==> config.mk <==
export PLATFORM = sky130hd
export DESIGN_NAME = calc_top
export DESIGN_NICKNAME = d
export VERILOG_FILES = /design/src/calc_op_pkg.sv /design/src/calc_arb_pkg.sv /design/src/calc_arb_if.sv /design/src/calc_alu_if.sv /design/src/calc_port.sv /design/src/calc_arbiter.sv /design/src/calc_alu.sv /design/src/calc_top.sv
export VERILOG_INCLUDE_DIRS = /design/src
export SDC_FILE = /design/constraint.sdc
export NUM_CORES = 1
export LEC_CHECK = 0
export ABC_AREA = 0
export BUFFER_PORTS_ARGS = -buffer_cell sky130_fd_sc_hd__buf_2
export CAP_MARGIN = 20
export CORE_ASPECT_RATIO = 1.4
export CORE_MARGIN = 5
export CORE_UTILIZATION = 35
export CTS_CLUSTER_DIAMETER = 50
export DETAILED_ROUTE_END_ITERATION = 10
export GPL_ROUTABILITY_DRIVEN = 0
export PLACE_DENSITY = 0.6
export SLEW_MARGIN = 20
export SYNTH_ARGS = -nofsm -noshare
export SYNTH_HDL_FRONTEND = slang
export SYNTH_SLANG_ARGS = --single-unit
==> constraint.sdc <==
create_clock -name c_clk -period 20.1 [get_ports c_clk]
set_input_delay 3.015 -clock c_clk [delete_from_list [all_inputs] [get_ports c_clk]]
set_output_delay 3.015 -clock c_clk [all_outputs]
set_load 0.01 [all_outputs]
==> src/calc_macros.svh <==
`ifndef CALC_MACROS_SVH
`define CALC_MACROS_SVH

// datapath widths

`define CALC_DATA_W 32 // operand and result width

`define CALC_CMD_W 4 // request command width

`define CALC_RESP_W 2 // response code width

// port count

`define CALC_NUM_PORTS 4 // request ports sharing the alu

// shifts take only the low bits of operand two

`define CALC_SHIFT_W 5 // shift amount bits

`endif

==> src/calc_op_pkg.sv <==
`include "calc_macros.svh"

package calc_op_pkg;

	// command codes seen on reqN_cmd_in
	// any value not listed here is legal on the bus and decodes as invalid
	typedef enum logic [`CALC_CMD_W-1:0] {
		CMD_NOP = 4'h0, // no request
		CMD_ADD = 4'h1, // operand one plus operand two
		CMD_SUB = 4'h2, // operand one minus operand two
		CMD_SHL = 4'h5, // operand one shifted left
		CMD_SHR = 4'h6 // operand one shifted right
	} calc_cmd_e;

	// response codes driven on out_respN
	typedef enum logic [`CALC_RESP_W-1:0] {
		RESP_NONE = 2'd0, // nothing this cycle
		RESP_OK = 2'd1, // data is valid
		RESP_ERR = 2'd2, // add overflow or sub underflow
		RESP_INVALID = 2'd3 // unknown command
	} calc_resp_e;

endpackage

==> src/calc_arb_pkg.sv <==
`include "calc_macros.svh"

package calc_arb_pkg;

	// port number, also the tag carried through the alu
	typedef logic [$clog2(`CALC_NUM_PORTS)-1:0] port_idx_t;

	// one bit per request port
	typedef logic [`CALC_NUM_PORTS-1:0] port_vec_t;

endpackage

==> src/calc_arb_if.sv <==
`include "calc_macros.svh"

// one request port talking to the shared arbiter
interface calc_arb_if;
	import calc_op_pkg::*;

	logic req; // held until grant
	calc_cmd_e cmd;
	logic [`CALC_DATA_W-1:0] operand_a;
	logic [`CALC_DATA_W-1:0] operand_b;

	logic grant; // one cycle, same cycle as req
	logic rsp_valid; // one cycle pulse
	calc_resp_e rsp;
	logic [`CALC_DATA_W-1:0] rsp_data;

	modport port_mp (
		output req, cmd, operand_a, operand_b,
		input grant, rsp_valid, rsp, rsp_data
	);

	modport arb_mp (
		input req, cmd, operand_a, operand_b,
		output grant, rsp_valid, rsp, rsp_data
	);

endinterface

==> src/calc_alu_if.sv <==
`include "calc_macros.svh"

// arbiter to alu, one op per cycle, result one cycle later with same tag
interface calc_alu_if;
	import calc_op_pkg::*;
	import calc_arb_pkg::*;

	logic op_valid;
	calc_cmd_e op;
	logic [`CALC_DATA_W-1:0] a;
	logic [`CALC_DATA_W-1:0] b;
	port_idx_t tag; // requesting port

	logic res_valid;
	calc_resp_e res;
	logic [`CALC_DATA_W-1:0] res_data;
	port_idx_t res_tag; // echoed tag

	modport arb_mp (
		output op_valid, op, a, b, tag,
		input res_valid, res, res_data, res_tag
	);

	modport alu_mp (
		input op_valid, op, a, b, tag,
		output res_valid, res, res_data, res_tag
	);

endinterface

==> src/calc_port.sv <==
`include "calc_macros.svh"

module calc_port (
	input logic c_clk,
	input logic reset,
	input logic [`CALC_CMD_W-1:0] cmd_in,
	input logic [`CALC_DATA_W-1:0] data_in,
	output calc_op_pkg::calc_resp_e out_resp,
	output logic [`CALC_DATA_W-1:0] out_data,
	calc_arb_if.port_mp arb
);
	import calc_op_pkg::*;

	typedef enum logic [1:0] {
		ST_IDLE, // waiting for a command
		ST_GET_B, // operand two arrives this cycle
		ST_REQ, // asking the arbiter
		ST_WAIT // granted, result on its way
	} state_e;

	state_e state;
	state_e state_nxt;

	calc_cmd_e cmd_q;
	logic [`CALC_DATA_W-1:0] a_q;
	logic [`CALC_DATA_W-1:0] b_q;

	always_comb begin
		state_nxt = state;
		case (state)
			ST_IDLE: begin
				if (cmd_in != '0) begin // zero command is not a request
					state_nxt = ST_GET_B;
				end
			end
			ST_GET_B: begin
				state_nxt = ST_REQ;
			end
			ST_REQ: begin
				if (arb.grant) begin
					state_nxt = ST_WAIT;
				end
			end
			ST_WAIT: begin
				if (arb.rsp_valid) begin
					state_nxt = ST_IDLE;
				end
			end
			default: begin
				state_nxt = ST_IDLE;
			end
		endcase
	end

	always_ff @(posedge c_clk) begin
		if (reset) begin
			state <= ST_IDLE;
			out_resp <= RESP_NONE;
		end else begin
			state <= state_nxt;
			if (state == ST_WAIT && arb.rsp_valid) begin
				out_resp <= arb.rsp; // shown for exactly one cycle
			end else begin
				out_resp <= RESP_NONE;
			end
		end
	end

	// commands arriving while busy are dropped here
	always_ff @(posedge c_clk) begin
		if (state == ST_IDLE && cmd_in != '0) begin
			cmd_q <= calc_cmd_e'(cmd_in);
			a_q <= data_in; // operand one rides with the command
		end
		if (state == ST_GET_B) begin
			b_q <= data_in;
		end
		if (state == ST_WAIT && arb.rsp_valid) begin
			out_data <= arb.rsp_data;
		end
	end

	assign arb.req = (state == ST_REQ);
	assign arb.cmd = cmd_q;
	assign arb.operand_a = a_q;
	assign arb.operand_b = b_q;

endmodule

==> src/calc_arbiter.sv <==
`include "calc_macros.svh"

module calc_arbiter (
	input logic c_clk,
	input logic reset,
	calc_arb_if.arb_mp ports [`CALC_NUM_PORTS],
	calc_alu_if.arb_mp alu
);
	import calc_op_pkg::*;
	import calc_arb_pkg::*;

	port_vec_t req_vec;
	port_vec_t gnt_vec;
	port_idx_t rr_ptr; // highest priority port this cycle
	port_idx_t gnt_idx;
	logic gnt_found;

	calc_cmd_e cmd_arr [`CALC_NUM_PORTS];
	logic [`CALC_DATA_W-1:0] a_arr [`CALC_NUM_PORTS];
	logic [`CALC_DATA_W-1:0] b_arr [`CALC_NUM_PORTS];

	for (genvar i = 0; i < `CALC_NUM_PORTS; i++) begin : g_port
		assign req_vec[i] = ports[i].req;
		assign cmd_arr[i] = ports[i].cmd;
		assign a_arr[i] = ports[i].operand_a;
		assign b_arr[i] = ports[i].operand_b;

		assign ports[i].grant = gnt_vec[i];
		// result goes back to whoever the tag names
		assign ports[i].rsp_valid = alu.res_valid && (alu.res_tag == port_idx_t'(i));
		assign ports[i].rsp = alu.res;
		assign ports[i].rsp_data = alu.res_data;
	end

	// search starts at rr_ptr and wraps
	always_comb begin
		port_idx_t cand;
		gnt_found = 1'b0;
		gnt_idx = rr_ptr;
		for (int k = 0; k < `CALC_NUM_PORTS; k++) begin
			cand = rr_ptr + port_idx_t'(k);
			if (!gnt_found && req_vec[cand]) begin
				gnt_found = 1'b1;
				gnt_idx = cand;
			end
		end
	end

	assign gnt_vec = gnt_found ? (port_vec_t'(1) << gnt_idx) : '0;

	always_ff @(posedge c_clk) begin
		if (reset) begin
			rr_ptr <= '0;
		end else if (gnt_found) begin
			rr_ptr <= gnt_idx + port_idx_t'(1); // winner drops to lowest priority
		end
	end

	assign alu.op_valid = gnt_found;
	assign alu.op = gnt_found ? cmd_arr[gnt_idx] : CMD_NOP;
	assign alu.a = a_arr[gnt_idx];
	assign alu.b = b_arr[gnt_idx];
	assign alu.tag = gnt_idx;

endmodule

==> src/calc_alu.sv <==
`include "calc_macros.svh"

module calc_alu (
	input logic c_clk,
	input logic reset,
	calc_alu_if.alu_mp alu
);
	import calc_op_pkg::*;
	import calc_arb_pkg::*;

	logic [`CALC_DATA_W:0] sum; // extra bit is the carry out
	logic [`CALC_DATA_W:0] diff; // extra bit is the borrow
	logic [`CALC_SHIFT_W-1:0] shamt;

	calc_resp_e res_nxt;
	logic [`CALC_DATA_W-1:0] data_nxt;

	logic res_valid_q;
	calc_resp_e res_q;
	logic [`CALC_DATA_W-1:0] data_q;
	port_idx_t tag_q;

	assign sum = {1'b0, alu.a} + {1'b0, alu.b};
	assign diff = {1'b0, alu.a} - {1'b0, alu.b};
	assign shamt = alu.b[`CALC_SHIFT_W-1:0]; // upper bits of operand two ignored

	always_comb begin
		res_nxt = RESP_OK;
		data_nxt = '0;
		case (alu.op)
			CMD_ADD: begin
				if (sum[`CALC_DATA_W]) begin
					res_nxt = RESP_ERR; // overflow
				end else begin
					data_nxt = sum[`CALC_DATA_W-1:0];
				end
			end
			CMD_SUB: begin
				if (diff[`CALC_DATA_W]) begin
					res_nxt = RESP_ERR; // b > a
				end else begin
					data_nxt = diff[`CALC_DATA_W-1:0];
				end
			end
			CMD_SHL: data_nxt = alu.a << shamt;
			CMD_SHR: data_nxt = alu.a >> shamt;
			default: res_nxt = RESP_INVALID; // data stays zero
		endcase
	end

	always_ff @(posedge c_clk) begin
		if (reset) begin
			res_valid_q <= 1'b0;
		end else begin
			res_valid_q <= alu.op_valid;
		end
	end

	always_ff @(posedge c_clk) begin
		res_q <= res_nxt;
		data_q <= data_nxt;
		tag_q <= alu.tag;
	end

	assign alu.res_valid = res_valid_q;
	assign alu.res = res_q;
	assign alu.res_data = data_q;
	assign alu.res_tag = tag_q;

endmodule

==> src/calc_top.sv <==
`include "calc_macros.svh"

module calc_top (
	input logic c_clk,
	input logic reset,
	input logic [`CALC_CMD_W-1:0] req1_cmd_in,
	input logic [`CALC_DATA_W-1:0] req1_data_in,
	input logic [`CALC_CMD_W-1:0] req2_cmd_in,
	input logic [`CALC_DATA_W-1:0] req2_data_in,
	input logic [`CALC_CMD_W-1:0] req3_cmd_in,
	input logic [`CALC_DATA_W-1:0] req3_data_in,
	input logic [`CALC_CMD_W-1:0] req4_cmd_in,
	input logic [`CALC_DATA_W-1:0] req4_data_in,
	output logic [`CALC_RESP_W-1:0] out_resp1,
	output logic [`CALC_DATA_W-1:0] out_data1,
	output logic [`CALC_RESP_W-1:0] out_resp2,
	output logic [`CALC_DATA_W-1:0] out_data2,
	output logic [`CALC_RESP_W-1:0] out_resp3,
	output logic [`CALC_DATA_W-1:0] out_data3,
	output logic [`CALC_RESP_W-1:0] out_resp4,
	output logic [`CALC_DATA_W-1:0] out_data4
);
	import calc_op_pkg::*;

	logic [`CALC_CMD_W-1:0] cmd_arr [`CALC_NUM_PORTS];
	logic [`CALC_DATA_W-1:0] din_arr [`CALC_NUM_PORTS];
	calc_resp_e resp_arr [`CALC_NUM_PORTS];
	logic [`CALC_DATA_W-1:0] dout_arr [`CALC_NUM_PORTS];

	calc_arb_if arb_if [`CALC_NUM_PORTS] ();
	calc_alu_if alu_if ();

	// index 0 is port 1
	assign cmd_arr[0] = req1_cmd_in;
	assign cmd_arr[1] = req2_cmd_in;
	assign cmd_arr[2] = req3_cmd_in;
	assign cmd_arr[3] = req4_cmd_in;
	assign din_arr[0] = req1_data_in;
	assign din_arr[1] = req2_data_in;
	assign din_arr[2] = req3_data_in;
	assign din_arr[3] = req4_data_in;

	assign out_resp1 = resp_arr[0];
	assign out_resp2 = resp_arr[1];
	assign out_resp3 = resp_arr[2];
	assign out_resp4 = resp_arr[3];
	assign out_data1 = dout_arr[0];
	assign out_data2 = dout_arr[1];
	assign out_data3 = dout_arr[2];
	assign out_data4 = dout_arr[3];

	for (genvar i = 0; i < `CALC_NUM_PORTS; i++) begin : g_port
		calc_port u_port (
			.c_clk(c_clk),
			.reset(reset),
			.cmd_in(cmd_arr[i]),
			.data_in(din_arr[i]),
			.out_resp(resp_arr[i]),
			.out_data(dout_arr[i]),
			.arb(arb_if[i])
		);
	end

	calc_arbiter u_arbiter (
		.c_clk(c_clk),
		.reset(reset),
		.ports(arb_if),
		.alu(alu_if)
	);

	calc_alu u_alu (
		.c_clk(c_clk),
		.reset(reset),
		.alu(alu_if)
	);

endmodule

Yosys cells after proc, flatten, opt, wreduce, memory -nomap -nowiden:

Index checks and enable logic that the tools add are counted.

* div/mod/pow operators: 0
* bitwise operators: 5
* shift-type cells: 3
* reduce and logical (&&, ||, !) cells: 36
* multiply operators: 0
* mux-type cells: 48
* equal/unequal tests: 31
* $lt $le $gt $ge: 5
* $add $sub $neg: 6

Operators by type and width (count)
* 32-bit 2-to-1 mux: 6
* 32-bit binary-select mux with 2-bit select: 2
* 32-bit case mux with 4 select lines: 1
* 2-bit 2-to-1 mux: 17
* 32-bit by 32-bit adder with 33-bit output: 1
* 32-bit by 32-bit subtractor with 33-bit output: 1
* 2-bit case mux with 4 select lines: 4
* 32-bit by 5-bit left shift with 32-bit output: 1
* 32-bit by 5-bit right shift with 32-bit output: 1
* 2-bit equality test (second input constant): 10
* 4-bit 2-to-1 mux: 4
* 2-bit by 1-bit != test with 1-bit output (second input constant): 8
* 4-bit nonzero test: 4
* 1-bit logical AND: 15
* 2-bit by 3-bit < comparator with 1-bit output (second input constant): 4
* 3-bit AND reduction: 4
* 2-bit by 1-bit equality test with 1-bit output (second input constant): 5
* 2-bit zero test: 5
* 2-bit OR reduction: 5
* 1-bit binary-select mux with 2-bit select: 4
* 4-bit binary-select mux with 2-bit select: 1
* 4-bit by 3-bit equality test with 1-bit output (second input constant): 2
* 1-bit 2-to-1 mux: 8
* 2-bit != test (second input constant): 4
* 10 further kinds: 17

* input port bits: 146
* word-level logic and storage cells: 163
* memories kept: 0
* bits in read-only memories: 0
* register bits after elaboration: 455
* bits in latches: 0
* output and inout port bits: 136
* memory bits (writable): 0

Longest topological paths before layout:

* word-level depth: 21
* mapped depth: 29
* mapped depth without buffers: 22

Modules after synthesis:

A second synthesis with hierarchy kept.

* cells, all modules: 2021
* area total of the unflattened synthesis: 24349.6 um2

Modules (own cells, without submodules)
* calc_port: sequential area each 3083.0 um2, times used 4, area an instance 3244.4 um2, cells each 125
* calc_alu: sequential area each 740.7 um2, times used 1, area an instance 7775.0 um2, cells each 1115
* calc_arbiter: sequential area each 40.0 um2, times used 1, area an instance 3597.2 um2, cells each 406

Least setup slack after synthesis:

Ideal clock, no wire load.

* kind: flip-flop to flip-flop
* from: reg g_port[3].u_port.state[0]
* to: reg u_alu.data_q[20], in the netlist u_alu.alu.res_data[20]
* stages on the path, launching flop included: 29
* period minus slack after synthesis: 6733 ps
* path buffers: 8
* required time: 19974 ps
* library setup time: 126 ps
* path slack: 13367 ps
* arrival time: 6607 ps
* cell sequence: dfxtp_1 inv_1 ha_1 clkbuf_1 mux2i_1 a32oi_1 o31ai_1 nor3_1 buf_2 buf_4 buf_2 clkbuf_1 clkbuf_1 nand2_1 nand3_1 and2_1 inv_1 ha_1 or3_1 o2111ai_1 or4b_1 a2111o_1 a2111oi_0 nand4b_1 clkbuf_1 clkbuf_1 o221ai_1 a221oi_1 nand3_1

* cells in the longest elaborated chain, start to end: 20
* elaborated cells between the ends (all ways): 44
* classes of those cells: add/sub (2); eq/ne (5); shift (2); mux (28); bitwise (1); reduce/logical (6)

RTL lines
* start, declared: RTL line calc_port.sv:21 `state_e state;`
* start signal, assigned: RTL line calc_port.sv:60 `state <= state_nxt;`
* 2-bit equality test *: RTL line calc_port.sv:83 `assign arb.req = (state == ST_REQ);`
* 1-bit binary-select mux with 2-bit select: RTL line calc_arbiter.sv:42 `if (!gnt_found && req_vec[cand]) begin`
* 1-bit 2-to-1 mux (implied by the code): RTL line calc_arbiter.sv:42
* 1-bit 2-to-1 mux: RTL line calc_arbiter.sv:42
* 1-bit zero test: RTL line calc_arbiter.sv:42
* 1-bit logical AND: RTL line calc_arbiter.sv:42
* 1-bit 2-to-1 mux: RTL line calc_arbiter.sv:42
* 1-bit zero test: RTL line calc_arbiter.sv:42
* [5 not listed]
* net alu_if.tag[1]: RTL line calc_alu_if.sv:12 `port_idx_t tag;`
* 2-bit inverter with 3-bit output (implied by the code) *: RTL line calc_arbiter.sv:60, calc_arbiter.sv:61, calc_arbiter.sv:62
* 32-bit binary-select mux with 2-bit select (tied with other cells): RTL line calc_arbiter.sv:61 `assign alu.a = a_arr[gnt_idx];`
* 32-bit 2-to-1 mux (implied by the code) (tied with other cells) (2 in a row): RTL line calc_arbiter.sv:61
* 32-bit by 32-bit subtractor with 33-bit output (tied with other cells): RTL line calc_alu.sv:24 `assign diff = {1'b0, alu.a} - {1'b0, alu.b};`
* 32-bit 2-to-1 mux (tied with other cells): RTL line calc_alu.sv:39 `` if (diff[`CALC_DATA_W]) begin ``
* 32-bit case mux with 4 select lines *: RTL line calc_alu.sv:30 `case (alu.op)`
* net u_alu.data_nxt[20]: RTL line calc_alu.sv:16 `` logic [`CALC_DATA_W-1:0] data_nxt; ``
* end signal, assigned: RTL line calc_alu.sv:61 `data_q <= data_nxt;`
* end, declared: RTL line calc_alu.sv:20 `` logic [`CALC_DATA_W-1:0] data_q; ``

Mark *: on every way through the listed nets, which the timed path passes. The rest lies on a longest branch. The select of a mux whose other input is x is not followed.
A chain may end at the register's enable or synchronous reset.

Final worst setup path:

* from: reg u_arbiter.rr_ptr[0]
* to: reg u_alu.data_q[27], in the netlist u_alu.alu.res_data[27]

* cells in the longest elaborated chain, start to end: 19
* elaborated cells between the ends (all ways): 46
* classes of those cells: add/sub (5); eq/ne (4); shift (2); mux (28); bitwise (1); reduce/logical (6)

RTL lines
* start, declared: RTL line calc_arbiter.sv:14 `port_idx_t rr_ptr;`
* start signal, assigned: RTL line calc_arbiter.sv:55 `rr_ptr <= gnt_idx + port_idx_t'(1);`
* parallel branches: the longest is 18 deep, another holds 2-bit by 1-bit adder with 2-bit output
* 32-bit case mux with 4 select lines *: RTL line calc_alu.sv:30
* net u_alu.data_nxt[27]: RTL line calc_alu.sv:16

Mark *: on every way through the listed nets, which the timed path passes. The select of a mux whose other input is x is not followed.

==> impl_metrics.tcl <==
set metrics [dict create \
    synth_cell_type_count 88 \
    synth_area_sq_um 25000 \
    syn_area_per_cell_sq_um 10.9 \
    grt_use_met2_pct 37.7 \
    ys_async_sr_fraction_pct 0 \
    pin_count 282 \
    vias 20465 \
    fmax_mhz 115 \
    cts_sinks 455 \
    synth_cells 2297 \
    holdWs_ns 0.507 \
    grt_pass1_wl_um 131000 \
    top_usage_layer "met2" \
    start_util_pct 35.1 \
    crit_type "flip-flop to flip-flop" \
    cts_hold_buf 0 \
    drtIter0Drc 2141 \
    grt_use_total_pct 22.5 \
    cp.required_ns 20.57 \
    ant_nets 0 \
    arrival_ns 9.16 \
    finalMaxSlewViolations 0 \
    via_per_inst 5.82 \
    antenna_found_initial 1 \
    use_met1_pct 25.6 \
    post-cts-setup-buffer-count 0 \
    final_common_cell "edfxtp_1" \
    grt_pass1_vias 20200 \
    fin_crit_ns 8.68 \
    hpwlAfterDp_um 65500 \
    rows 116 \
    synth-seq-cells 455 \
    path_clk_slew_ns 0.07 \
    yosysWarnings 0 \
    worst_slew_pin_slew_ns 1.15 \
    hold_class "flip-flop to flip-flop" \
    cap_violations 0 \
    final_nets 2773 \
    cts_tree "built" \
    drc 0 \
    start_kind "flip-flop" \
    root_buffer "clkbuf_16" \
    numPortBuffers 281 \
    syn_nets 2538 \
    synth_top_area_share_pct 48.0 \
    grtUsageMet3_pct 4.66 \
    n_antenna_cell 0 \
    fin_worst_skew_ns 0.0267 \
    synth_edf_count 400 \
    setup-violations-final 0 \
    fp.dieW_um 236 \
    grt-ovfl-total 0 \
    fill_cells 6787 \
    grt_setup_unrepaired "false" \
    slew_headroom_pct 23.0 \
    die_area_sq_um 77000 \
    synth_top_cell_by_area "edfxtp_1" \
    drive_gt1_share_pct 19.1 \
    finalHoldViolCount 0 \
    layout_common_cells "edfxtp_1, buf_2, nand2_1" \
    clock_latency_ns 0.63 \
    endpoint_kind "flip-flop" \
    wirelength_um 90700 \
    period_share_pct 43.2 \
    cts_resized 0 \
    synthTopCellsByArea "edfxtp_1, mux2i_1, ha_1, dfxtp_1, nand2_1" \
    grt_max_degree 121 \
    numCtsBuffers 49 \
    tns_ns 0 \
    status "complete, no violations" \
    htree_levels 2 \
    wire_per_inst_um 25.8 \
    r2r_slack_ns 11.42 \
    cp_max_fo 120 \
    first_pass_iters 7 \
    ys_seq_area_share_pct 52.4 \
    die_y_um 326 \
    ys.flop_type "edfxtp_1" \
    core-area_sq_um 71300 \
    clk_path_buf_depth 3 \
    syn2layout_area_growth_pct 16.5 \
]
-- sequential cells by signal (all words and copies together) (netlist names) --
name and cells:
u_arbiter.rr_ptr 2, u_alu.alu.res 2, u_alu.alu.res_valid 1, g_port.u_port.out_data 128
g_port.u_port.arb.operand_b 128, g_port.u_port.arb.operand_a 128, u_alu.alu.res_tag 2, g_port.u_port.out_resp 8
g_port.u_port.state 8, u_alu.alu.res_data 32, g_port.u_port.arb.cmd 16
-- metal layers --
layer	wire length, um	vias up
met5	0	-
met4	7740	0
met3	7530	343
met2	43000	1238
met1	32400	9770
li1	-	9114
-- cells by family after synthesis --
| group | count (synthesis) | share of synthesized area, % |
|---|---|---|
| simple gates | 829 | 16.3 |
| compound gates | 517 | 15.3 |
| flops | 455 | 52.4 |
| buf+inv | 236 | 3.93 |
| mux | 153 | 6.89 |
| fa+ha+maj | 95 | 4.81 |
| xor+xnor | 12 | 0.420 |
-- stage by stage --
step           area (sq um)  worst slack, ns  util [%]  instances
2_1_floorplan         25000            13.37         -       2297
3_3_place_gp          27400            11.87      38.4       3423
3_5_place_dp          27400            11.64      38.5       3424
4_1_cts               29100            11.64      40.9       3515
5_1_grt               29100            10.92      40.9       3516
6_report              29100            11.42      40.9       3516
-- synthesized netlist by cell type (13+ instances only) --
library cell	n
nand2b_1	128
buf_2	40
ha_1	93
a221oi_1	26
a211oi_1	68
nand2_1	278
o211ai_1	13
o21ai_0	34
clkbuf_1	82
o221ai_1	14
nor3_1	37
nor2_1	143
a21o_1	15
and2_1	31
dfxtp_1	55
mux4_2	13
a22oi_1	80
buf_1	14
o31ai_1	18
nand3_1	92
o21bai_1	17
a31oi_1	15
edfxtp_1	400
a22o_1	18
o22ai_1	25
mux2_2	20
inv_1	86
a21oi_1	76
a221o_1	13
nand4_1	23
nor2b_1	20
mux2i_1	119
-- worst max-delay path, stage by stage (launching register included) --
cell	delay, ns
dfxtp_4	0.43
buf_4	0.78
mux4_2	0.37
buf_4	0.56
or3_1	0.37
nand2_4	0.20
inv_1	0.11
buf_4	0.45
a21oi_1	0.11
a22o_1	0.53
inv_1	0.72
ha_1	0.35
or2_2	0.13
o221ai_1	0.18
a211o_1	0.33
and3b_1	0.18
o31ai_1	0.57
a31oi_1	0.35
o2111a_1	0.73
a221o_1	0.50
a221oi_1	0.38
o211ai_1	0.16
-- layout make-up --
type                       count  area, sq um  area share (%)
sequential                   455        13100            45.0
timing repair buffer         329         1760            6.04
multi-input combinational   1606        11000            37.8
inverter                      91          344            1.18
tap                          944         1180            4.05
clock inverter                35          469            1.61
clock buffer                  56         1250            4.30
-- final timing paths --
kind | from | end | cells after the start
worst min-delay path | u_alu.alu.res_data[7] | g_port[2].u_port.out_data[7] | 0
worst max register to register | u_arbiter.rr_ptr[0] | u_alu.alu.res_data[27] | 21
worst max-delay path | u_arbiter.rr_ptr[0] | u_alu.alu.res_data[27] | 21
worst min register to register | u_alu.alu.res_data[7] | g_port[2].u_port.out_data[7] | 0
Power is left out: the tool's default activity adds up to more than one toggle a clock period on the data nets, which glitch-free logic cannot reach.
